### src/verilog/operand_pkg.sv
/*
 * Operand capture definitions
 * Register numbering, operand values and the port and slot counts shared
 * by the register file, the read-port scheduler and the operand stations
 */
package operand_pkg;

	// ======================================================================
	// Physical register file
	// ======================================================================

	// Register zero is hardwired and always reads as zero
	localparam int NPREG = 64;
	typedef logic [$clog2(NPREG)-1:0] pregno_t;

	// Operand payload, the tag bit is carried on its own wire
	localparam int VALW = 32;
	typedef logic [VALW-1:0] value_t;
	localparam value_t value_zero = '0;

	// Writeback ports double as the bypass inputs of every station
	localparam int NWB = 2;

	// Read ports shared among all pending operands
	localparam int NRP = 4;

	// ======================================================================
	// Operand stations
	// ======================================================================

	localparam int NSTN = 2;
	localparam int NOPND = 3;

	// One pending slot per source operand of every station
	localparam int NPEND = NSTN * NOPND;

	// Index of a pending slot, used for the scheduler's rotating start
	typedef logic [$clog2(NPEND)-1:0] slot_t;

endpackage

### src/verilog/read_port_sched.sv
/*
 * Read-port scheduler
 * Shares the register-file read ports among pending operand slots with a
 * rotating start, and delays the picks to line up with the read data
 */
`timescale 1ns/1ps

module read_port_sched (
	input  logic                                          clk_i,
	input  logic                                          rst_i,
	input  logic [operand_pkg::NPEND-1:0]                 pend_i,
	input  operand_pkg::pregno_t [operand_pkg::NPEND-1:0] pend_preg_i,
	output operand_pkg::pregno_t [operand_pkg::NRP-1:0]   rd_preg_o,
	output operand_pkg::pregno_t [operand_pkg::NRP-1:0]   rdv_preg_o,
	output logic [operand_pkg::NRP-1:0]                   rdv_o
);
	import operand_pkg::*;

	// Rotating start slot and the slots whose read returns this cycle
	slot_t            ptr_q;
	slot_t            ptr_d;
	logic [NPEND-1:0] infl_q;
	logic [NPEND-1:0] infl_d;

	// Slots that may be read this cycle
	logic [NPEND-1:0] elig;

	// Per-port picks for the current cycle
	logic [NRP-1:0]       pick_v;
	pregno_t [NRP-1:0]    pick_preg;

	// A slot already in flight would only fetch the same data twice
	// Register zero never needs a port, the stations resolve it directly
	always_comb begin
		for (int s = 0; s < NPEND; s++) begin
			elig[s] = pend_i[s] && !infl_q[s] && (pend_preg_i[s] != '0);
		end
	end

	// ======================================================================
	// Port allocation
	// ======================================================================

	// Walk the slots once starting at the pointer and hand out ports in order
	// The pointer moves just past the last slot that won a port so a slot
	// that lost out this cycle is first in line next cycle
	always_comb begin
		int cnt;
		int slot;
		cnt = 0;
		ptr_d = ptr_q;
		infl_d = '0;
		pick_v = '0;
		pick_preg = '0;
		for (int i = 0; i < NPEND; i++) begin
			slot = int'(ptr_q) + i;
			if (slot >= NPEND) begin
				slot = slot - NPEND;
			end
			if (elig[slot] && cnt < NRP) begin
				pick_v[cnt] = 1'b1;
				pick_preg[cnt] = pend_preg_i[slot];
				infl_d[slot] = 1'b1;
				ptr_d = (slot == NPEND - 1) ? slot_t'(0) : slot_t'(slot + 1);
				cnt++;
			end
		end
	end

	// Unused ports read register zero, which is harmless
	assign rd_preg_o = pick_preg;

	// ======================================================================
	// Return alignment
	// ======================================================================

	always_ff @(posedge clk_i) begin
		if (rst_i) begin
			ptr_q <= '0;
			infl_q <= '0;
			rdv_o <= '0;
		end else begin
			ptr_q <= ptr_d;
			infl_q <= infl_d;
			rdv_o <= pick_v;
		end
	end

	// The register numbers travel with the data through the same delay
	always_ff @(posedge clk_i) begin
		rdv_preg_o <= pick_preg;
	end

	// Nothing upstream ever spends a port on register zero
	for (genvar p = 0; p < NRP; p++) begin : g_chk
		a_no_zero: assert property (@(posedge clk_i) disable iff (rst_i)
			rdv_o[p] |-> rdv_preg_o[p] != '0)
			else $error("read_port_sched: port %0d returned register zero", p);
	end

endmodule

### config.mk
export PLATFORM = sky130hd
export DESIGN_NAME = read_port_sched
export DESIGN_NICKNAME = d
export VERILOG_FILES = /design/src/verilog/operand_pkg.sv /design/src/verilog/read_port_sched.sv
export SDC_FILE = /design/constraint.sdc
export NUM_CORES = 1
export LEC_CHECK = 0
export ABC_CLOCK_PERIOD_IN_PS = 24400
export BUFFER_PORTS_ARGS = -buffer_cell sky130_fd_sc_hd__buf_2
export CORE_ASPECT_RATIO = 1.4
export CORE_MARGIN = 1
export CORE_UTILIZATION = 45
export CTS_CLUSTER_SIZE = 8
export DETAILED_ROUTE_END_ITERATION = 10
export GPL_TIMING_DRIVEN = 0
export PLACE_DENSITY = 0.66
export SLEW_MARGIN = 10
export SYNTH_ARGS = -nofsm -noshare
export SYNTH_HDL_FRONTEND = slang
export SYNTH_SLANG_ARGS = --single-unit
### constraint.sdc
create_clock -name clk_i -period 24.4 [get_ports clk_i]
set_input_delay 7.32 -clock clk_i [delete_from_list [all_inputs] [get_ports clk_i]]
set_output_delay 7.32 -clock clk_i [all_outputs]
set_load 0.02 [all_outputs]
Yosys cells after proc, flatten, opt, wreduce, memory -nomap -nowiden:

Index checks and enable logic that the tools add are counted.
W data, S select, Z words.

* add/subtract/negate cells: 21
* magnitude comparators: 33
* equal/unequal tests: 6
* muxes and demuxes: 114
* bitwise logic cells: 10
* reduce and logical (&&, ||, !) cells: 41

Operators by type and width (count)
* $ge A32 B1 Y1 const B: 11
* $lt A32 B4 Y1 const B: 10
* $mux W32: 10
* $eq A32 B4 Y1 const B: 6
* $lt A32 B5 Y1 const B: 6
* $mux W6: 24
* $add A32 B2 Y32 const B: 4
* $bwmux W24: 5
* $mux W24: 5
* $bmux W6 S3: 6
* $demux W6 S2: 5
* $reduce_bool A6 Y1: 7
* $mux W3: 12
* $or A6 B6 Y6: 5
* $logic_and A1 B1 Y1: 28
* $mux W1: 25
* $sub A4 B3 Y5 const B: 5
* $ge A4 B3 Y1 const B: 5
* $mux W4: 5
* $add A3 B2 Y3 const B: 6
* $bmux W1 S3: 6
* $demux W1 S3: 6
* $or A4 B4 Y4: 4
* $demux W1 S2: 5
* 7 further kinds: 14

* register bits after elaboration: 37
* input bits: 44
* logic and storage cells: 232

Longest topological paths before layout:

* depth after elaboration: 25
* depth in mapped cells: 26
* gate-level depth less buffers: 23

Worst setup path after synthesis:

Ideal clock, no wire load.

* path kind: in2out
* from: input pend_preg_i[10] (netlist bit)
* to: output rd_preg_o[21] (netlist bit)
* arrival: 12.019 ns
* required time: 17.080 ns
* setup slack: 5.061 ns
* stages on the path: 18
* cell sequence: nor4_1 -> a2111oi_0 -> nor3_1 -> o32ai_1 -> clkbuf_1 -> clkbuf_1 -> ha_1 -> clkbuf_1 -> o2111ai_1 -> buf_2 -> clkbuf_1 -> ha_1 -> inv_1 -> o21ai_0 -> or2_2 -> clkbuf_1 -> nor3_2 -> mux2i_1

RTL lines
* start: declaration: RTL line read_port_sched.sv:12 `input operand_pkg::pregno_t [operand_pkg::NPEND-1:0] pend_preg_i,`
* end: declaration: RTL line read_port_sched.sv:13 `output operand_pkg::pregno_t [operand_pkg::NRP-1:0] rd_preg_o,`

==> impl_metrics.yaml <==
sta:
  final-hold-violation-count: 0
  final_critical_path_setup_slack_ps: 3400
  max_freq_mhz: 47.6
  worst-slew-pin-transition_ps: 922
  finClkSkew_ps: 5.96
  grt_setup_unrepaired: "no"
  maxSlewHeadroom_pct: 37.0
  setup_total_negative_slack_ps: 0
  setup_violations: 0
  fin_crit_ps: 21000
  finalCritPeriodShare_pct: 86.1
  report.final.slew_viol_count: 0
cts:
  clk_pin_slew_ps: 60
  tritoncts: "built"
  tritoncts_num_sinks: 37
  cts-root-to-sink-buffers: 2
  cts_resized: 0
  clk_latency_ps: 290
  tritoncts.num_buffers: 5
  hold_buffers: 0
  cts.htree.levels: 2
  ctsRootBufferMaster: "clkbuf_16"
  post_cts.repair.setup_buffers: 0
final_layout:
  final_instance_area_sq_um: 6340
  final_cell_mix: "buf_2, nor2_1, nand2_1, mux2i_1, a21oi_1"
  multiInputGateArea_sq_um: 4470
  proportion_of_layout_cells_with_a_drive_suffix_above_1_pct: 21.7
  n_fill_cell: 1221
  layout.cells.non_filler: 984
  leading_cell_type_in_the_layout_fill_and_taps_excluded: "buf_2"
  area_growth_syn_to_layout_pct: 15.1
  antenna_cells_inserted: 0
  final_net_count: 919
  final-seq-area_sq_um: 741
grt:
  global_route.overflow_total: 0
  grt_antenna_before_repair: 0
  grtUsageTotal_pct: 33.6
  first_pass_grt_wire_length_mm: 32.5
  grt_max_degree: 18
  grt_pass1_vias: 6115
setup_path:
  timing.reg2reg.worst_path_depth: 24
  cp-end-kind: "primary output"
  worstPathArrival_ps: 13680
  worst_ep_required_time_ps: 17080
  critical_path.max_fanout: 11
  sort_of_element_at_the_start_of_the_critical_path: "input pin"
  timing.setup.critical_path_class: "in -> out"
synthesis:
  xor_and_xnor_area_share_after_synthesis_pct: 2.22
  synth_edf_count: 0
  seq_area_frac_synth_pct: 13.4
  synth.area.mux_share_pct: 20.5
  yosys_warnings: 0
  synth_nets: 817
  synth_cell_types: 75
  postSynthAreaPerCell_sq_um: 7.51
  synth-compound-area-share_pct: 28.9
  synthCells: 734
  synth-simple-area-share_pct: 20.5
  dominant_combinational_cell_family_by_area_after_synthesis: "compound AO/OA/AOI/OAI gates"
  synth_flop_cell: "dfxtp_1"
  post_synth_adder_cell_area_pct: 8.99
  synth_area_sq_um: 5510
  postSynthRegisterBits: 37
  synth_async_sr_flop_share_pct: 0
place:
  routabilityCongestion: 0.951
  dpl_worst_slack_ps: 3500
  number_of_port_buffers: 95
  place.detailed.instances: 976
  dp_hpwl_mm: 17.1
  standard_cell_area_after_detailed_placement_sq_um: 6170
floorplanning:
  die_h_um: 133
  fp.dieW_um: 95.6
  std_cell_rows: 47
  fp.dieArea_sq_um: 12700
  initial_core_util_pct: 46.4
  core_area_sq_um: 11900
  design.portCount: 96
job:
  max_cap_check_violation_count: 0
detailed_routing:
  dr_total_vias: 6352
  initialDrtViolationCount: 589
  drcViolationCount: 0
  viasPerCell: 6.46
  dr.pass1.iters: 6
  antenna_violating_nets_post_route: 0
  detail_route.wl_per_cell_um: 21.4
  postRouteWirelength_mm: 21.0
hold_path:
  min_delay_path_depth: 3
  hp-class: "reg -> reg"
run_status:
  outcome: "complete, no violations"
## path summary, 6_finish.rpt
path / from / end / slack [ps]
max: pend_preg_i[8] / rd_preg_o[7] / 3400
min: ptr_q[2] / ptr_q[2] / 780
max reg2reg: ptr_q[1] / rdv_preg_o[7] / 16650
min reg2reg: ptr_q[2] / ptr_q[2] / 780
## registers in the layout, summed over array words and instances, names as in the netlist
register,cells
rdv_preg_o,24
ptr_q,3
rdv_o,4
infl_q,6
## area by class of cell
class | instances | area share (%)
well taps | 147 | 2.90
repair buffers | 95 | 7.49
flip-flops and latches | 37 | 11.7
inverters | 32 | 1.89
clock inverters | 3 | 0.730
plain buffers | 43 | 2.92
clock buffers | 5 | 1.97
multi-input cells | 622 | 70.4
## logic make-up after synthesis
logic type	after synthesis
flip-flops	37
AND/OR/NAND/NOR	245
multiplexers	101
buffers and inverters	75
adder cells (fa/ha/maj)	39
XOR/XNOR	11
AO/OA/AOI/OAI	226
## worst max-delay path, cell delays in order
cell	delay [ps]
buf_2	110
nor4_1	90
a2111oi_0	850
nor3_1	110
o32ai_1	640
clkbuf_1	420
clkbuf_1	410
ha_1	310
clkbuf_1	220
o2111ai_1	160
buf_2	270
clkbuf_1	410
ha_1	320
inv_1	90
o211a_1	190
buf_2	230
buf_1	460
nand2_1	400
mux2i_1	210
mux2_2	310
buf_2	160
## synthesized netlist by cell type, types with 22 or more instances
cell	n	share of area (%)
nand2_1	73	5.0
inv_1	27	1.8
a211oi_1	22	3.0
ha_1	38	8.6
nor2_1	83	5.7
clkbuf_1	28	1.9
mux2_2	35	7.1
dfxtp_1	37	13
nor3_1	23	2.1
mux2i_1	60	11
a21oi_1	46	4.2
o21ai_0	27	2.5
## through the flow
stage / utilization, % / hold WS, ps
2_1_floorplan: - / 650
3_3_place_gp: 52.0 / 785
3_5_place_dp: 52.0 / 760
5_1_grt: 53.4 / 807
4_1_cts: 53.4 / 787
6_report: 53.4 / 783
## per-layer routing
metal,wire length (um),global-route usage [%]
met1,8210,40.6
met3,1290,3.10
met5,0,0
met4,1260,18.4
met2,10300,57.0
Power is not shown: default switching activity piles up to over one toggle a cycle in this logic, so the estimate is an artifact.
