File: src/verilog/operand_pkg.sv
/*
 * Operand capture definitions
 * Register numbering, operand values and the port and slot counts shared
 * by the register file, the read-port scheduler and the operand stations
 */
package operand_pkg;

	// ======================================================================
	// Physical register file
	// ======================================================================

	// Register zero is hardwired and always reads as zero
	localparam int NPREG = 64;
	typedef logic [$clog2(NPREG)-1:0] pregno_t;

	// Operand payload, the tag bit is carried on its own wire
	localparam int VALW = 32;
	typedef logic [VALW-1:0] value_t;
	localparam value_t value_zero = '0;

	// Writeback ports double as the bypass inputs of every station
	localparam int NWB = 2;

	// Read ports shared among all pending operands
	localparam int NRP = 4;

	// ======================================================================
	// Operand stations
	// ======================================================================

	localparam int NSTN = 2;
	localparam int NOPND = 3;

	// One pending slot per source operand of every station
	localparam int NPEND = NSTN * NOPND;

	// Index of a pending slot, used for the scheduler's rotating start
	typedef logic [$clog2(NPEND)-1:0] slot_t;

endpackage

File: src/verilog/operand_station.sv
/*
 * Operand station
 * Holds one dispatched instruction while its source operands are
 * collected, and raises issue once all three are valid
 */
`timescale 1ns/1ps

module operand_station (
	input  logic                                          clk_i,
	input  logic                                          rst_i,
	input  logic                                          dispatch_i,
	input  operand_pkg::pregno_t [operand_pkg::NOPND-1:0] disp_preg_i,
	input  logic [operand_pkg::NOPND-1:0]                 disp_valid_i,
	input  logic                                          issue_ack_i,
	input  operand_pkg::pregno_t [operand_pkg::NRP-1:0]   rdv_preg_i,
	input  logic [operand_pkg::NRP-1:0]                   rdv_i,
	input  operand_pkg::value_t [operand_pkg::NRP-1:0]    rd_val_i,
	input  logic [operand_pkg::NRP-1:0]                   rd_tag_i,
	input  logic [operand_pkg::NWB-1:0]                   wb_valid_i,
	input  operand_pkg::pregno_t [operand_pkg::NWB-1:0]   wb_preg_i,
	input  operand_pkg::value_t [operand_pkg::NWB-1:0]    wb_val_i,
	input  logic [operand_pkg::NWB-1:0]                   wb_tag_i,
	output logic [operand_pkg::NOPND-1:0]                 pend_o,
	output operand_pkg::pregno_t [operand_pkg::NOPND-1:0] pend_preg_o,
	output logic                                          issue_o,
	output operand_pkg::value_t [operand_pkg::NOPND-1:0]  opnd_val_o,
	output logic [operand_pkg::NOPND-1:0]                 opnd_tag_o
);
	import operand_pkg::*;

	// Station state
	logic                  busy_q;
	pregno_t [NOPND-1:0]   preg_q;
	logic [NOPND-1:0]      vld_q;
	value_t [NOPND-1:0]    val_q;
	logic [NOPND-1:0]      tag_q;

	// Results of this cycle's matching
	value_t [NOPND-1:0]    val_new;
	logic [NOPND-1:0]      tag_new;
	logic [NOPND-1:0]      vld_new;
	logic [NOPND-1:0]      cap;

	validate_operand #(
		.NBPI(NWB)
	) validate_inst (
		.prn_i     (rdv_preg_i),
		.prnv_i    (rdv_i),
		.rfo_i     (rd_val_i),
		.rfo_tag_i (rd_tag_i),
		.prn0_i    (preg_q[0]),
		.prn1_i    (preg_q[1]),
		.prn2_i    (preg_q[2]),
		.rfi_val_i (wb_val_i),
		.rfi_tag_i (wb_tag_i),
		.rfi_prd_i (wb_preg_i),
		.rfi_v_i   (wb_valid_i),
		.valid0_i  (vld_q[0]),
		.valid1_i  (vld_q[1]),
		.valid2_i  (vld_q[2]),
		.val0_o    (val_new[0]),
		.val1_o    (val_new[1]),
		.val2_o    (val_new[2]),
		.tag0_o    (tag_new[0]),
		.tag1_o    (tag_new[1]),
		.tag2_o    (tag_new[2]),
		.valid0_o  (vld_new[0]),
		.valid1_o  (vld_new[1]),
		.valid2_o  (vld_new[2])
	);

	// A valid flag that turns on marks the cycle where a source matched
	assign cap = vld_new & ~vld_q;

	// ======================================================================
	// Control state
	// ======================================================================

	always_ff @(posedge clk_i) begin
		if (rst_i) begin
			busy_q <= 1'b0;
			vld_q <= '0;
		end else if (dispatch_i) begin
			busy_q <= 1'b1;
			preg_q <= disp_preg_i;
			vld_q <= disp_valid_i;
		end else if (busy_q) begin
			if (issue_ack_i) begin
				busy_q <= 1'b0;
			end else begin
				vld_q <= vld_new;
			end
		end
	end

	// Operands dispatched valid carry zero, the rest fill in as they match
	always_ff @(posedge clk_i) begin
		if (dispatch_i) begin
			val_q <= '0;
			tag_q <= '0;
		end else if (busy_q && !issue_ack_i) begin
			for (int k = 0; k < NOPND; k++) begin
				if (cap[k]) begin
					val_q[k] <= val_new[k];
					tag_q[k] <= tag_new[k];
				end
			end
		end
	end

	assign pend_o = {NOPND{busy_q}} & ~vld_q;
	assign pend_preg_o = preg_q;
	assign issue_o = busy_q && (&vld_q);
	assign opnd_val_o = val_q;
	assign opnd_tag_o = tag_q;

	// The dispatcher only targets a free station
	a_disp_busy: assert property (@(posedge clk_i) disable iff (rst_i)
		dispatch_i |-> !busy_q)
		else $error("operand_station: dispatch while busy");

endmodule

File: src/verilog/validate_operand.sv
/*
 * Operand validation
 * Matches three source registers against the read returns and the
 * writeback bypass, giving each operand's value, tag and valid flag
 */
`timescale 1ns/1ps

module validate_operand #(
	// Number of bypassing inputs
	parameter int NBPI = 2
) (
	input  operand_pkg::pregno_t [operand_pkg::NRP-1:0] prn_i,
	input  logic [operand_pkg::NRP-1:0]                 prnv_i,
	input  operand_pkg::value_t [operand_pkg::NRP-1:0]  rfo_i,
	input  logic [operand_pkg::NRP-1:0]                 rfo_tag_i,
	input  operand_pkg::pregno_t                        prn0_i,
	input  operand_pkg::pregno_t                        prn1_i,
	input  operand_pkg::pregno_t                        prn2_i,
	input  operand_pkg::value_t [NBPI-1:0]              rfi_val_i,
	input  logic [NBPI-1:0]                             rfi_tag_i,
	input  operand_pkg::pregno_t [NBPI-1:0]             rfi_prd_i,
	input  logic [NBPI-1:0]                             rfi_v_i,
	input  logic                                        valid0_i,
	input  logic                                        valid1_i,
	input  logic                                        valid2_i,
	output operand_pkg::value_t                         val0_o,
	output operand_pkg::value_t                         val1_o,
	output operand_pkg::value_t                         val2_o,
	output logic                                        tag0_o,
	output logic                                        tag1_o,
	output logic                                        tag2_o,
	output logic                                        valid0_o,
	output logic                                        valid1_o,
	output logic                                        valid2_o
);
	import operand_pkg::*;

	// Operands gathered into arrays so one loop covers all three
	pregno_t [NOPND-1:0] opn;
	logic [NOPND-1:0]    vin;
	value_t [NOPND-1:0]  vsel;
	logic [NOPND-1:0]    tsel;
	logic [NOPND-1:0]    vout;

	assign opn = {prn2_i, prn1_i, prn0_i};
	assign vin = {valid2_i, valid1_i, valid0_i};

	// ======================================================================
	// Source matching
	// ======================================================================

	// Only operands that are still waiting look at any source
	// Register zero is settled on the spot and takes no port or bypass,
	// otherwise a read return matches first and a bypass overrides it
	// since the writeback is the newer copy of the register
	always_comb begin
		vout = vin;
		tsel = '0;
		for (int k = 0; k < NOPND; k++) begin
			vsel[k] = value_zero;
			if (!vin[k]) begin
				if (opn[k] == '0) begin
					vout[k] = 1'b1;
				end else begin
					for (int r = 0; r < NRP; r++) begin
						if (prnv_i[r] && prn_i[r] == opn[k]) begin
							vsel[k] = rfo_i[r];
							tsel[k] = rfo_tag_i[r];
							vout[k] = 1'b1;
						end
					end
					for (int b = 0; b < NBPI; b++) begin
						if (rfi_v_i[b] && rfi_prd_i[b] == opn[k]) begin
							vsel[k] = rfi_val_i[b];
							tsel[k] = rfi_tag_i[b];
							vout[k] = 1'b1;
						end
					end
				end
			end
		end
	end

	// Back out to the individual operand ports
	assign val0_o = vsel[0];
	assign val1_o = vsel[1];
	assign val2_o = vsel[2];
	assign tag0_o = tsel[0];
	assign tag1_o = tsel[1];
	assign tag2_o = tsel[2];
	assign valid0_o = vout[0];
	assign valid1_o = vout[1];
	assign valid2_o = vout[2];

endmodule
File: config.mk
export PLATFORM = sky130hd
export DESIGN_NAME = operand_station
export DESIGN_NICKNAME = d
export VERILOG_FILES = /design/src/verilog/operand_pkg.sv /design/src/verilog/operand_station.sv /design/src/verilog/validate_operand.sv
export SDC_FILE = /design/constraint.sdc
export NUM_CORES = 1
export LEC_CHECK = 0
export ABC_AREA = 0
export BUFFER_PORTS_ARGS = -buffer_cell sky130_fd_sc_hd__buf_4
export CAP_MARGIN = 30
export CORE_ASPECT_RATIO = 0.5
export CORE_UTILIZATION = 32
export DETAILED_ROUTE_END_ITERATION = 10
export PLACE_DENSITY_LB_ADDON = 0.08
export SKIP_LAST_GASP = 1
export SYNTH_ARGS = -nofsm -noshare
export SYNTH_HDL_FRONTEND = slang
export SYNTH_SLANG_ARGS = --single-unit
export TNS_END_PERCENT = 5
File: constraint.sdc
create_clock -name clk_i -period 4.1 [get_ports clk_i]
set_input_delay 0.205 -clock clk_i [delete_from_list [all_inputs] [get_ports clk_i]]
set_output_delay 0.205 -clock clk_i [all_outputs]
set_load 0.01 [all_outputs]
After elaboration in Yosys (flattened, before gate mapping):

Index checks and enable logic that the tools add are counted.

* equality and inequality tests: 19
* mux-type cells: 78
* bitwise gates (word level): 4
* reductions and logical operators: 31

Operators by type and width (number)
* 32-bit 2-to-1 mux: 24
* 6-bit equality test: 18
* 1-bit 2-to-1 mux: 51
* 1-bit logical AND: 20
* 6-bit logical NOT: 3
* 2-bit AND reduction: 5
* 3-bit 2-to-1 mux: 3
* 3-bit AND: 2
* 3-bit inverter: 1
* 3-bit AND reduction: 1
* 2-bit inequality test, second input constant: 1
* 2-bit nonzero test: 1
* 1-bit logical NOT: 1
* 1-bit inverter: 1

* register bits after elaboration: 121
* bits of input ports: 265
* output and inout bits: 121
* logic and storage cells: 143

Depth between registers and ports, before layout:

Gate-level depths: netlist of run 1.

* word-level depth: 13
* gate-level depth with buffers: 11
* mapped depth without buffers: 7

Hierarchy:

Synthesis of run 1 repeated with hierarchy kept, for this count alone.

* cells, all modules: 1392
* area total of the unflattened synthesis: 10852.9 µm²

Modules (own cells, without submodules)
* validate_operand: instances 1, cells each 910, area each 6090.8 µm², sequential area each 0.0 µm²
* operand_station: instances 1, cells each 482, area each 4762.1 µm², sequential area each 2602.5 µm²

Worst setup path before layout of run 1:

Ideal clock, no wire load.

* kind: reg2reg
* from: register preg_q (netlist bit pend_preg_o[7])
* to: register val_q (netlist bit opnd_val_o[42])
* setup time: 122 ps
* arrival time: 2378 ps
* data required time: 3978 ps
* slack: 1600 ps
* stages on the path, launching flop included: 10
* path buffers: 3
* period minus slack after synthesis: 2500 ps
* cell sequence: edfxtp_1 buf_4 xor2_1 or4_1 buf_4 buf_6 mux2_4 a221oi_2 nor3_1 a221o_1

* word-level cells in the longest chain between the ends: 12
* elaborated cells on any way between the ends: 31
* classes of those cells: 6 x eq/ne; 16 x mux; 1 x bitwise; 8 x reduce/logical

RTL lines
* from (decl): RTL line operand_station.sv:33 `pregno_t [NOPND-1:0] preg_q;`
* from (signal assigned): RTL line operand_station.sv:85 `preg_q <= disp_preg_i;`
* 6-bit equality test: RTL line validate_operand.sv:66 `if (prnv_i[r] && prn_i[r] == opn[k]) begin`
* 1-bit logical AND: RTL line validate_operand.sv:66
* 1-bit 2-to-1 mux (4 in a row): RTL line validate_operand.sv:66
* 1-bit 2-to-1 mux (2 in a row): RTL line validate_operand.sv:73 `if (rfi_v_i[b] && rfi_prd_i[b] == opn[k]) begin`
* 1-bit 2-to-1 mux: RTL line validate_operand.sv:62 `if (opn[k] == '0) begin`
* 1-bit 2-to-1 mux: RTL line validate_operand.sv:61 `if (!vin[k]) begin`
* 3-bit AND: RTL line operand_station.sv:73 `assign cap = vld_new & ~vld_q;`
* 2-bit AND reduction (no line)
* to (signal, indexed assignment): RTL line operand_station.sv:104 `val_q[k] <= val_new[k];`
* to (decl): RTL line operand_station.sv:35 `value_t [NOPND-1:0] val_q;`

Parallel ways exist; a longest one is shown, timed or not.
A chain may end at the register's enable or synchronous reset.

Worst setup path in the final report of run 1:

* from: register preg_q (netlist bit pend_preg_o[9])
* to: register val_q (netlist bit opnd_val_o[46])

The elaborated chain is that of the path after synthesis.

==> reports/results.txt, run 1 <==
Critical R2R Capture: opnd_val_o[46]$_SDFFE_PP0P_
DRT Wirelength: 47940 um
Clock tree from TritonCTS: yes
Flops & latches, synth: 121
Most frequent cells in the layout: 410 x buf_4, 103 x dfxtp_1, 96 x a221o_1, 74 x nand2_1, 64 x o22ai_1
Root buffer cell: clkbuf_16
Ys flop type: dfxtp_1
DR pass1 iterations: 5
Global-route total usage across every layer: 0.3093
Largest net degree at the start of global routing: 49
Die area: 0.03021 mm2
Htree depth: 4
Vias per cell: 6.106
Initial antenna violation count: 0
DRC viols: 0
Pwr dens: 263.7 mW/mm2
Status: finished clean
Grt total ovfl: 0
Worst VDD drop: 0.3134 mV
Fin. Hold Viols: 0
Antenna viol nets, final: 0
Clock-pin slew on the worst setup and hold paths: 0.06 ns
Sw Pwr: 1.053 mW
Post-route insts no fill: 1775
Worst reg2reg path depth: 7
Synth Warn #: 0
Reg-to-reg startpoint: pend_preg_o[9]$_DFFE_PP_
Crit path time final: 3.609 ns
# setup viols final: 0
Post-cts resize count: 0
Leak: 5.556 nW
Worst setup SP type: register
Initial DRC Count: 946
RSZ-0062 raised after global routing: false
Total number of vias: 10840
Fin util: 0.4888
Number of flops mapped to enable cells by yosys: 18
Hold slack final: 0.01804 ns
Cts bufs inserted: 17
Setup CP Type: reg -> reg
Worst-Margin Slew: 1.038 ns
Tcrit/Tclk final: 0.8802
Post-Syn Area: 0.009432 mm2
IO buf count: 385
Vias in the first global route: 10870
R2R Setup Slk: 0.49 ns
Max Freq: 277.1 MHz
Mapped Avg Cell Area: 9.357 um2
First-pass GRT wire length: 68720 um
Total power: 3.649 mW
Layout cells sized above 1: 0.3882
Core box area: 0.02830 mm2
Internal power: 2.596 mW
Post-synthesis sequential area ratio: 0.2759
Longest Clk Path Bufs: 2
P&R area growth vs syn: 46.67%
Share of flip-flops with an asynchronous set or reset: 0
Yosys cell types: 49
# clock sinks: 121
Critical path endpoint category: register
Hold/Removal Path Class: in -> reg
Skew final: 0.01057 ns
Worst-skew pair later-pin latency: 0.45 ns
Clock Power Share: 0.448
Arrival time worst endpoint: 3.94 ns
DR WL/cell: 27.01 um
Number of I/O pins: 386
Gate power share: 0.203
Post-CTS Setup Repair Bufs: 0
HP Start: wb_val_i[40]
Critical path required time: 4.43 ns
Die Wd: 244.8 um
Final GP Congestion: 0.9156
Share of power burned in registers: 0.349
Synth Instances: 1008
Max Slew Vio Count: 0
Slew HR: 0.3083
Dpl cells: 1695
Worst-path fanout max: 33
Worst hold path depth: 2
Switching Share: 0.2886
Hold endpoint: opnd_val_o[8]$_SDFFE_PP0P_
Syn Nets: 1273
Most common cell after layout, fill and taps aside: buf_4
Final nets: 1643
Hpwl dp: 33810 um
Die Y: 123.4 um
TNS Setup: 0 ns
Initial Utilization: 0.3333
MaxCap Viol Count: 0
Num rows: 43
==> worst max-delay path: stages (launching register included) <==
cell,delay (ns)
edfxtp_1,0.58
xnor2_1,0.25
nand4_1,0.10
or4_2,0.89
nand2_4,0.40
nor3_1,0.13
o31a_2,0.67
a221o_1,0.43
==> registers in the layout, summed over array words and instances, names as in the netlist <==
name         flops
busy_q           1
opnd_val_o      96
opnd_tag_o       3
pend_preg_o     18
vld_q            3
==> through the flow <==
step | instance area [um2] | setup WS, ns
2_1_floorplan | 9432 | 1.600
3_3_place_gp | 12630 | 0.5670
3_5_place_dp | 12750 | 0.5892
4_1_cts | 13810 | 0.5277
5_1_grt | 13830 | 0.3852
6_report | 13830 | 0.4910
==> per-layer routing <==
layer,GRT usage,wire (um)
met1,0.4113,20610
met4,0.1273,1285
met5,0,0
met2,0.5000,22130
met3,0.05058,3907
==> area by class of cell <==
class	instances	area [um2]
Multi-Input combinational cell	771	6435
Clock buffer	20	456.7
Sequential cell	121	2603
Antenna cell	2	5.005
Tap cell	382	478.0
Fill cell	2687	14470
Timing Repair Buffer	462	3691
Clock inverter	12	146.4
Inverter	5	18.77
==> power by group through the flow <==
stage | clock network (mW) | registers [mW] | logic (mW)
global route | 1.69 | 1.28 | 0.784
CTS | 1.64 | 1.27 | 0.732
finish | 1.63 | 1.27 | 0.740
global placement | 0 | 1.30 | 0.679
floorplan | 0 | 1.26 | 0.315
detailed placement | 0 | 1.30 | 0.695
==> cell usage after synthesis, types with 5 or more instances <==
library cell,number,share of area
dfxtp_1,103,0.22
a221o_1,96,0.10
nand2_1,76,0.030
o22ai_1,64,0.042
xnor2_1,61,0.057
clkbuf_1,58,0.023
xor2_1,47,0.044
nor3_1,44,0.023
buf_2,38,0.020
mux2i_1,35,0.037
a32o_1,34,0.036
o211ai_1,33,0.026
o21ai_0,33,0.018
o22a_1,33,0.031
and3_1,32,0.021
mux2_1,31,0.037
a221oi_2,30,0.048
mux2_4,30,0.048
nand4_1,19,0.013
edfxtp_1,18,0.057
nor4_1,11,0.0073
or4_1,10,0.0080
buf_1,8,0.0032
nor2_1,8,0.0032
a21oi_1,6,0.0032
inv_1,5,0.0020
nor2b_1,5,0.0033
==> cells by family after synthesis <==
kind of cell,share of synthesized area
muxes,0.1255
DFF,0.2759
AOI/OAI and AO/OA,0.3168
xor gates and xnor gates,0.1003
and+or+nand+nor,0.1259
buffers and inverters,0.05558
==> how the worst max path moves through the flow <==
stage,start,to,slack [ns]
2_1_floorplan,pend_preg_o[7]$_DFFE_PP_,opnd_val_o[42]$_SDFFE_PP0P_,1.60
3_3_place_gp,pend_preg_o[3]$_DFFE_PP_,opnd_val_o[8]$_SDFFE_PP0P_,0.57
3_5_place_dp,pend_preg_o[6]$_DFFE_PP_,opnd_val_o[40]$_SDFFE_PP0P_,0.59
4_1_cts,pend_preg_o[9]$_DFFE_PP_,opnd_val_o[40]$_SDFFE_PP0P_,0.53
5_1_grt,pend_preg_o[9]$_DFFE_PP_,opnd_val_o[40]$_SDFFE_PP0P_,0.39
6_report,pend_preg_o[9]$_DFFE_PP_,opnd_val_o[46]$_SDFFE_PP0P_,0.49
==> repair_timing <==
action	CTS	global route
hold buffers	45	0
hold endpoints to repair	67	0
setup endpoints to repair	0	0
Power figures use the tool's default switching activity.
==> run 2, diff against run 1 <==
--- a/config.mk
+++ b/config.mk
@@ -11,6 +11,7 @@
 export CORE_ASPECT_RATIO = 0.5
 export CORE_UTILIZATION = 32
 export DETAILED_ROUTE_END_ITERATION = 10
+export HOLD_SLACK_MARGIN = 0.02
 export PLACE_DENSITY_LB_ADDON = 0.08
 export SKIP_LAST_GASP = 1
 export SYNTH_ARGS = -nofsm -noshare
==> run 2 against run 1 <==
Compared with the run above:
- final area grew 0.49%
- first-iteration DRC count shrank 1.4%
- routed wire length increased by 0.19%
- utilization is 0.24 points higher
- hold slack better by 0.028 ns
- maximum frequency up 0.49%
- critical path depth did not move
- register-to-register slack gained 0.02 ns
- largest power group unchanged
==> reports/results.txt, run 2 (synthesis gave the netlist of run 1 again) <==
Gate power share: 0.204 (about the same)
Hpwl dp: 33810 um (unchanged)
# setup viols final: 0 (unchanged)
Share of power burned in registers: 0.349 (about the same)
Die Wd: 244.8 um (unchanged)
Arrival time worst endpoint: 3.92 ns (-0.02 ns)
Worst setup SP type: register
Pre-CTS WS: 0.5892 ns (unchanged)
MaxCap Viol Count: 0 (unchanged)
Worst VDD drop: 0.3137 mV (about the same)
Num rows: 43 (unchanged)
Post-CTS Setup Repair Bufs: 0 (unchanged)
Total number of vias: 10930 (+0.86%)
Die area: 0.03021 mm2 (unchanged)
Tcrit/Tclk final: 0.8759 (-0.004290)
Fin. Hold Viols: 0 (unchanged)
Largest net degree at the start of global routing: 49 (unchanged)
TNS Setup: 0 ns (unchanged)
Max Freq: 278.4 MHz (+0.49%)
P&R area growth vs syn: 47.39%
DR pass1 iterations: 5 (unchanged)
Slew HR: 0.3079 (-0.0004640)
Switching Share: 0.2886 (about the same)
Dpl cells: 1695 (unchanged)
Grt total ovfl: 0 (unchanged)
Layout cells sized above 1: 0.3863 (-0.001944)
Worst-Margin Slew: 1.038 ns (+0.0006958 ns)
Antenna viol nets, final: 0 (unchanged)
Top Layer Used: met4
Longest Clk Path Bufs: 2 (unchanged)
Met1 wire length: 20810 um (+0.93%)
DRT Wirelength: 48030 um (+0.19%)
Initial Utilization: 0.3333 (unchanged)
Clock-pin slew on the worst setup and hold paths: 0.06 ns (about the same)
Met3 wire length: 3843 um (-1.6%)
Routed length on met2: 21970 um (-0.70%)
Htree depth: 4 (unchanged)
Clock tree from TritonCTS: yes
Final GP Congestion: 0.9156 (unchanged)
Status: finished clean
Most frequent cells in the layout: 410 x buf_4, 103 x dfxtp_1, 96 x a221o_1, 74 x nand2_1, 64 x o22ai_1
Total power: 3.655 mW (+0.18%)
Skew final: 0.01072 ns (+0.0001425 ns)
First-pass GRT wire length: 68790 um (+0.10%)
Vias in the first global route: 10880 (+0.083%)
Largest register FFs: 96 (unchanged)
Number of I/O pins: 386 (unchanged)
Leak: 5.585 nW (+0.53%)
Critical path endpoint category: register
Clock Power Share: 0.447 (about the same)
Cts bufs inserted: 17 (unchanged)
DR WL/cell: 26.97 um (-0.15%)
Vias per cell: 6.138 (+0.52%)
IO buf count: 385 (unchanged)
Most common cell after layout, fill and taps aside: buf_4
Post-cts resize count: 0 (unchanged)
Setup CP Type: reg -> reg
Hold/Removal Path Class: in -> reg
Root buffer cell: clkbuf_16
CTS hold repair buffers: 52 (+16%)
Core box area: 0.02830 mm2 (unchanged)
Pwr dens: 262.9 mW/mm2 (-0.31%)
Worst-path fanout max: 33 (unchanged)
Critical path required time: 4.43 ns (about the same)
Initial antenna violation count: 0 (unchanged)
Post-route insts no fill: 1781 (+0.34%)
Internal power: 2.600 mW (+0.17%)
Final WS setup: 0.5086 ns (+0.01759 ns)
Final nets: 1650 (+0.43%)
Die Y: 123.4 um (unchanged)
Max Slew Vio Count: 0 (unchanged)
Global-route total usage across every layer: 0.3095 (about the same)
Sw Pwr: 1.055 mW (+0.21%)
RSZ-0062 raised after global routing: false
Fin util: 0.4912 (+0.002388)
DRC viols: 0 (unchanged)
Crit path time final: 3.591 ns (-0.01759 ns)
Initial DRC Count: 933 (-1.4%)
Worst-skew pair later-pin latency: 0.45 ns (about the same)
# clock sinks: 121 (unchanged)
run 2: area by class of cell:
type / count / area [um2]
fill: 2679 / 14400
multi-input combinational: 771 / 6435
sequential: 121 / 2603
clock buffer: 20 / 456.7
clock inverter: 12 / 146.4
tap: 382 / 478.0
timing repair buffer: 469 / 3761
inverter: 5 / 18.77
antenna: 1 / 2.502
run 2: critical path, stage by stage (launching register included):
cell and delay, ns:
edfxtp_1 0.58, xnor2_1 0.25, nand4_1 0.10, or4_2 0.88
nand2_4 0.40, nor3_1 0.13, o31a_2 0.67, a221o_1 0.42
run 2: final timing paths:
| path | endpoint | cells past startpoint | slack (ns) | start |
|---|---|---|---|---|
| hold / removal | vld_q[2]$_SDFFE_PP0P_ | 3 | 0.05 | disp_valid_i[2] |
| hold reg to reg | opnd_val_o[83]$_SDFFE_PP0P_ | 1 | 0.47 | opnd_val_o[83]$_SDFFE_PP0P_ |
| setup / recovery | opnd_val_o[40]$_SDFFE_PP0P_ | 7 | 0.51 | pend_preg_o[9]$_DFFE_PP_ |
| setup reg to reg | opnd_val_o[40]$_SDFFE_PP0P_ | 7 | 0.51 | pend_preg_o[9]$_DFFE_PP_ |
run 2: power groups by stage:
| stage | sequential [mW] | clock, mW | combinational, mW |
|---|---|---|---|
| 3_3_place_gp | 1.30 | 0 | 0.679 |
| 2_1_floorplan | 1.26 | 0 | 0.315 |
| 5_1_grt | 1.28 | 1.69 | 0.790 |
| 6_report | 1.27 | 1.64 | 0.746 |
| 3_5_place_dp | 1.30 | 0 | 0.695 |
| 4_1_cts | 1.27 | 1.64 | 0.737 |
run 2: metal layers:
layer,GRT usage,vias to the layer above
met5,0,-
met4,0.1273,0
met3,0.05058,99
met2,0.5002,600
met1,0.4117,5431
li1,-,4802
run 2: through the flow:
step | hold slack [ns] | cell area (um2)
after floorplan | 0.2741 | 9432
after global placement | 0.3839 | 12630
after detailed placement | 0.3843 | 12750
after CTS | 0.03123 | 13880
after global routing | 0.03658 | 13900
final | 0.04593 | 13900
==> run 3, diff against run 2 <==
--- a/config.mk
+++ b/config.mk
@@ -8,7 +8,6 @@
 export ABC_AREA = 0
 export BUFFER_PORTS_ARGS = -buffer_cell sky130_fd_sc_hd__buf_4
 export CAP_MARGIN = 30
-export CORE_ASPECT_RATIO = 0.5
 export CORE_UTILIZATION = 32
 export DETAILED_ROUTE_END_ITERATION = 10
 export HOLD_SLACK_MARGIN = 0.02
==> constraint.sdc (replaced) <==
create_clock -name clk_i -period 4.1 [get_ports clk_i]
set_input_delay 0.205 -clock clk_i [delete_from_list [all_inputs] [get_ports clk_i]]
set_output_delay 0.205 -clock clk_i [all_outputs]
set_load 0.1 [all_outputs]
==> run 3 against run 2 <==
Compared with the run above:
- combinational power up 12%
- clock power fell by 8%
- hold slack lost 0.011 ns
- routed wire length decreased by 0.88%
- maximum frequency up 0.81%
- non-clock buffer count fell by 13
- sequential power about the same
- sequential share of layout area rose by 0.31 points
- critical path depth increased by 1
- utilization shrank 1.7 points
- critical path type unchanged
- largest cell class unchanged
==> reports/results.txt, run 3 (synthesis gave the netlist of run 1 again) <==
Status: finished clean
Critical path endpoint category: register
Final nets: 1637 (-0.79%)
Grt total ovfl: 0 (unchanged)
Global-route total usage across every layer: 0.3079 (-0.001587)
Vias per cell: 6.044 (-1.5%)
DRT Wirelength: 47610 um (-0.88%)
Setup CP Type: reg -> reg
Clock-pin slew on the worst setup and hold paths: 0.06 ns (about the same)
Critical path required time: 4.46 ns (+0.03 ns)
Hpwl dp: 32300 um (-4.5%)
First-pass GRT wire length: 69990 um (+1.8%)
Die Wd: 173.7 um (-29%)
Tcrit/Tclk final: 0.8689 (-0.007016)
Die Y: 173.7 um (+41%)
Layout cells sized above 1: 0.3931 (+0.006797)
Fin. Hold Viols: 0 (unchanged)
HP Start: wb_val_i[41]
Leak: 5.490 nW (-1.7%)
MaxCap Viol Count: 0 (unchanged)
Beginning of the critical path: pend_preg_o[13]$_DFFE_PP_
Critical R2R Capture: opnd_val_o[65]$_SDFFE_PP0P_
DR pass1 iterations: 5 (unchanged)
Most common cell after layout, fill and taps aside: buf_4
DR WL/cell: 26.93 um (-0.15%)
Longest Clk Path Bufs: 2 (unchanged)
R2R Setup Slk: 0.54 ns (+0.03 ns)
Vias in the first global route: 10880 (+0.046%)
Die area: 0.03016 mm2 (-0.14%)
P&R area growth vs syn: 44.99%
Worst-skew pair later-pin latency: 0.42 ns (-0.03 ns)
Hold/Removal Path Class: in -> reg
Reg-to-reg startpoint: pend_preg_o[13]$_DFFE_PP_
Initial DRC Count: 941 (+0.86%)
RSZ-0062 raised after global routing: false
Worst-Margin Slew: 1.052 ns (+0.01395 ns)
# fillers: 2840 (+6.0%)
Worst-path fanout max: 28 (-15%)
Crit path time final: 3.563 ns (-0.02876 ns)
Skew final: 0.01467 ns (+0.003958 ns)
Cts bufs inserted: 17 (unchanged)
Total number of vias: 10690 (-2.3%)
Arrival time worst endpoint: 3.92 ns (about the same)
Root buffer cell: clkbuf_16
Initial antenna violation count: 0 (unchanged)
# diodes: 0 (-1)
Hold endpoint: opnd_val_o[41]$_SDFFE_PP0P_
# setup viols final: 0 (unchanged)
Number of I/O pins: 386 (unchanged)
Worst VDD drop: 0.1937 mV (-38%)
IO buf count: 385 (unchanged)
Largest register FFs: 96 (unchanged)
Max Slew Vio Count: 0 (unchanged)
Slew HR: 0.2961 (-0.01178)
Num rows: 62 (+44%)
Core box area: 0.02886 mm2 (+2.0%)
# clock sinks: 121 (unchanged)
Worst reg2reg path depth: 8 (+1)
Post-CTS Setup Repair Bufs: 0 (unchanged)
TNS Setup: 0 ns (unchanged)
Worst hold path depth: 2 (-1)
Post-cts resize count: 0 (unchanged)
Htree depth: 4 (unchanged)
Largest net degree at the start of global routing: 67 (+37%)
Initial Utilization: 0.3268 (-0.006445)
Antenna viol nets, final: 0 (unchanged)
Hold slack final: 0.03458 ns (-0.01136 ns)
Max Freq: 280.7 MHz (+0.81%)
Pwr dens: 264.4 mW/mm2 (+0.56%)
Final GP Congestion: 1.019 (+11%)
DRC viols: 0 (unchanged)
Clock tree from TritonCTS: yes
Most frequent cells in the layout: 417 x buf_4, 103 x dfxtp_1, 96 x a221o_1, 74 x nand2_1, 64 x o22ai_1
CTS hold repair buffers: 35 (-33%)
Worst setup SP type: register
-- run 3: routing by layer --
layer | vias to the layer above | track usage | wire [um]
met4 | 0 | 0.1148 | 1260
met5 | - | 0 | 0
met3 | 78 | 0.06776 | 4271
li1 | 4777 | - | -
met2 | 651 | 0.5005 | 22170
met1 | 5180 | 0.3976 | 19910
-- run 3: critical path, cell delays in order (launching register included) --
cell and delay [ns]:
edfxtp_1 0.63, xnor2_1 0.26, nand4_1 0.12, or4_2 0.90, nand2_2 0.81, buf_4 0.26
o22ai_1 0.07, o21ai_0 0.22, a32o_1 0.19
-- run 3: area by class of cell --
class / count / area (um2) / area share
Tap cell: 384 / 480.5 / 0.03514
Clock buffer: 18 / 439.2 / 0.03212
Multi-Input combinational cell: 771 / 6435 / 0.4706
Timing Repair Buffer: 456 / 3576 / 0.2615
Clock inverter: 13 / 122.6 / 0.008967
Sequential cell: 121 / 2603 / 0.1903
Inverter: 5 / 18.77 / 0.001372
-- run 3: worst max-delay path by stage --
stage                             endpoint  slack (ns)  cells after the start
2_1_floorplan  opnd_val_o[42]$_SDFFE_PP0P_        0.97                     10
3_3_place_gp   opnd_val_o[65]$_SDFFE_PP0P_        0.65                      7
3_5_place_dp   opnd_val_o[78]$_SDFFE_PP0P_        0.65                      8
4_1_cts        opnd_val_o[78]$_SDFFE_PP0P_        0.59                      9
5_1_grt        opnd_val_o[65]$_SDFFE_PP0P_        0.46                      8
6_report       opnd_val_o[65]$_SDFFE_PP0P_        0.54                      8
-- run 3: metrics by stage --
stage	worst slack (ns)	power, mW	std cells	util	instance area, um2
2_1_floorplan	0.9709	1.680	1008	-	9432
3_3_place_gp	0.6502	2.090	1698	0.4390	12670
3_5_place_dp	0.6547	2.097	1702	0.4422	12760
4_1_cts	0.5943	3.621	1768	0.4739	13670
5_1_grt	0.4604	3.728	1768	0.4739	13670
6_report	0.5374	3.616	1768	0.4739	13670
-- run 3: power breakdown --
part | leakage [nW] | total, mW | internal (mW) | switching (mW)
Clock | 0.267 | 1.51 | 0.854 | 0.655
Sequential | 0.999 | 1.27 | 1.22 | 0.0486
Combinational | 4.22 | 0.837 | 0.382 | 0.455
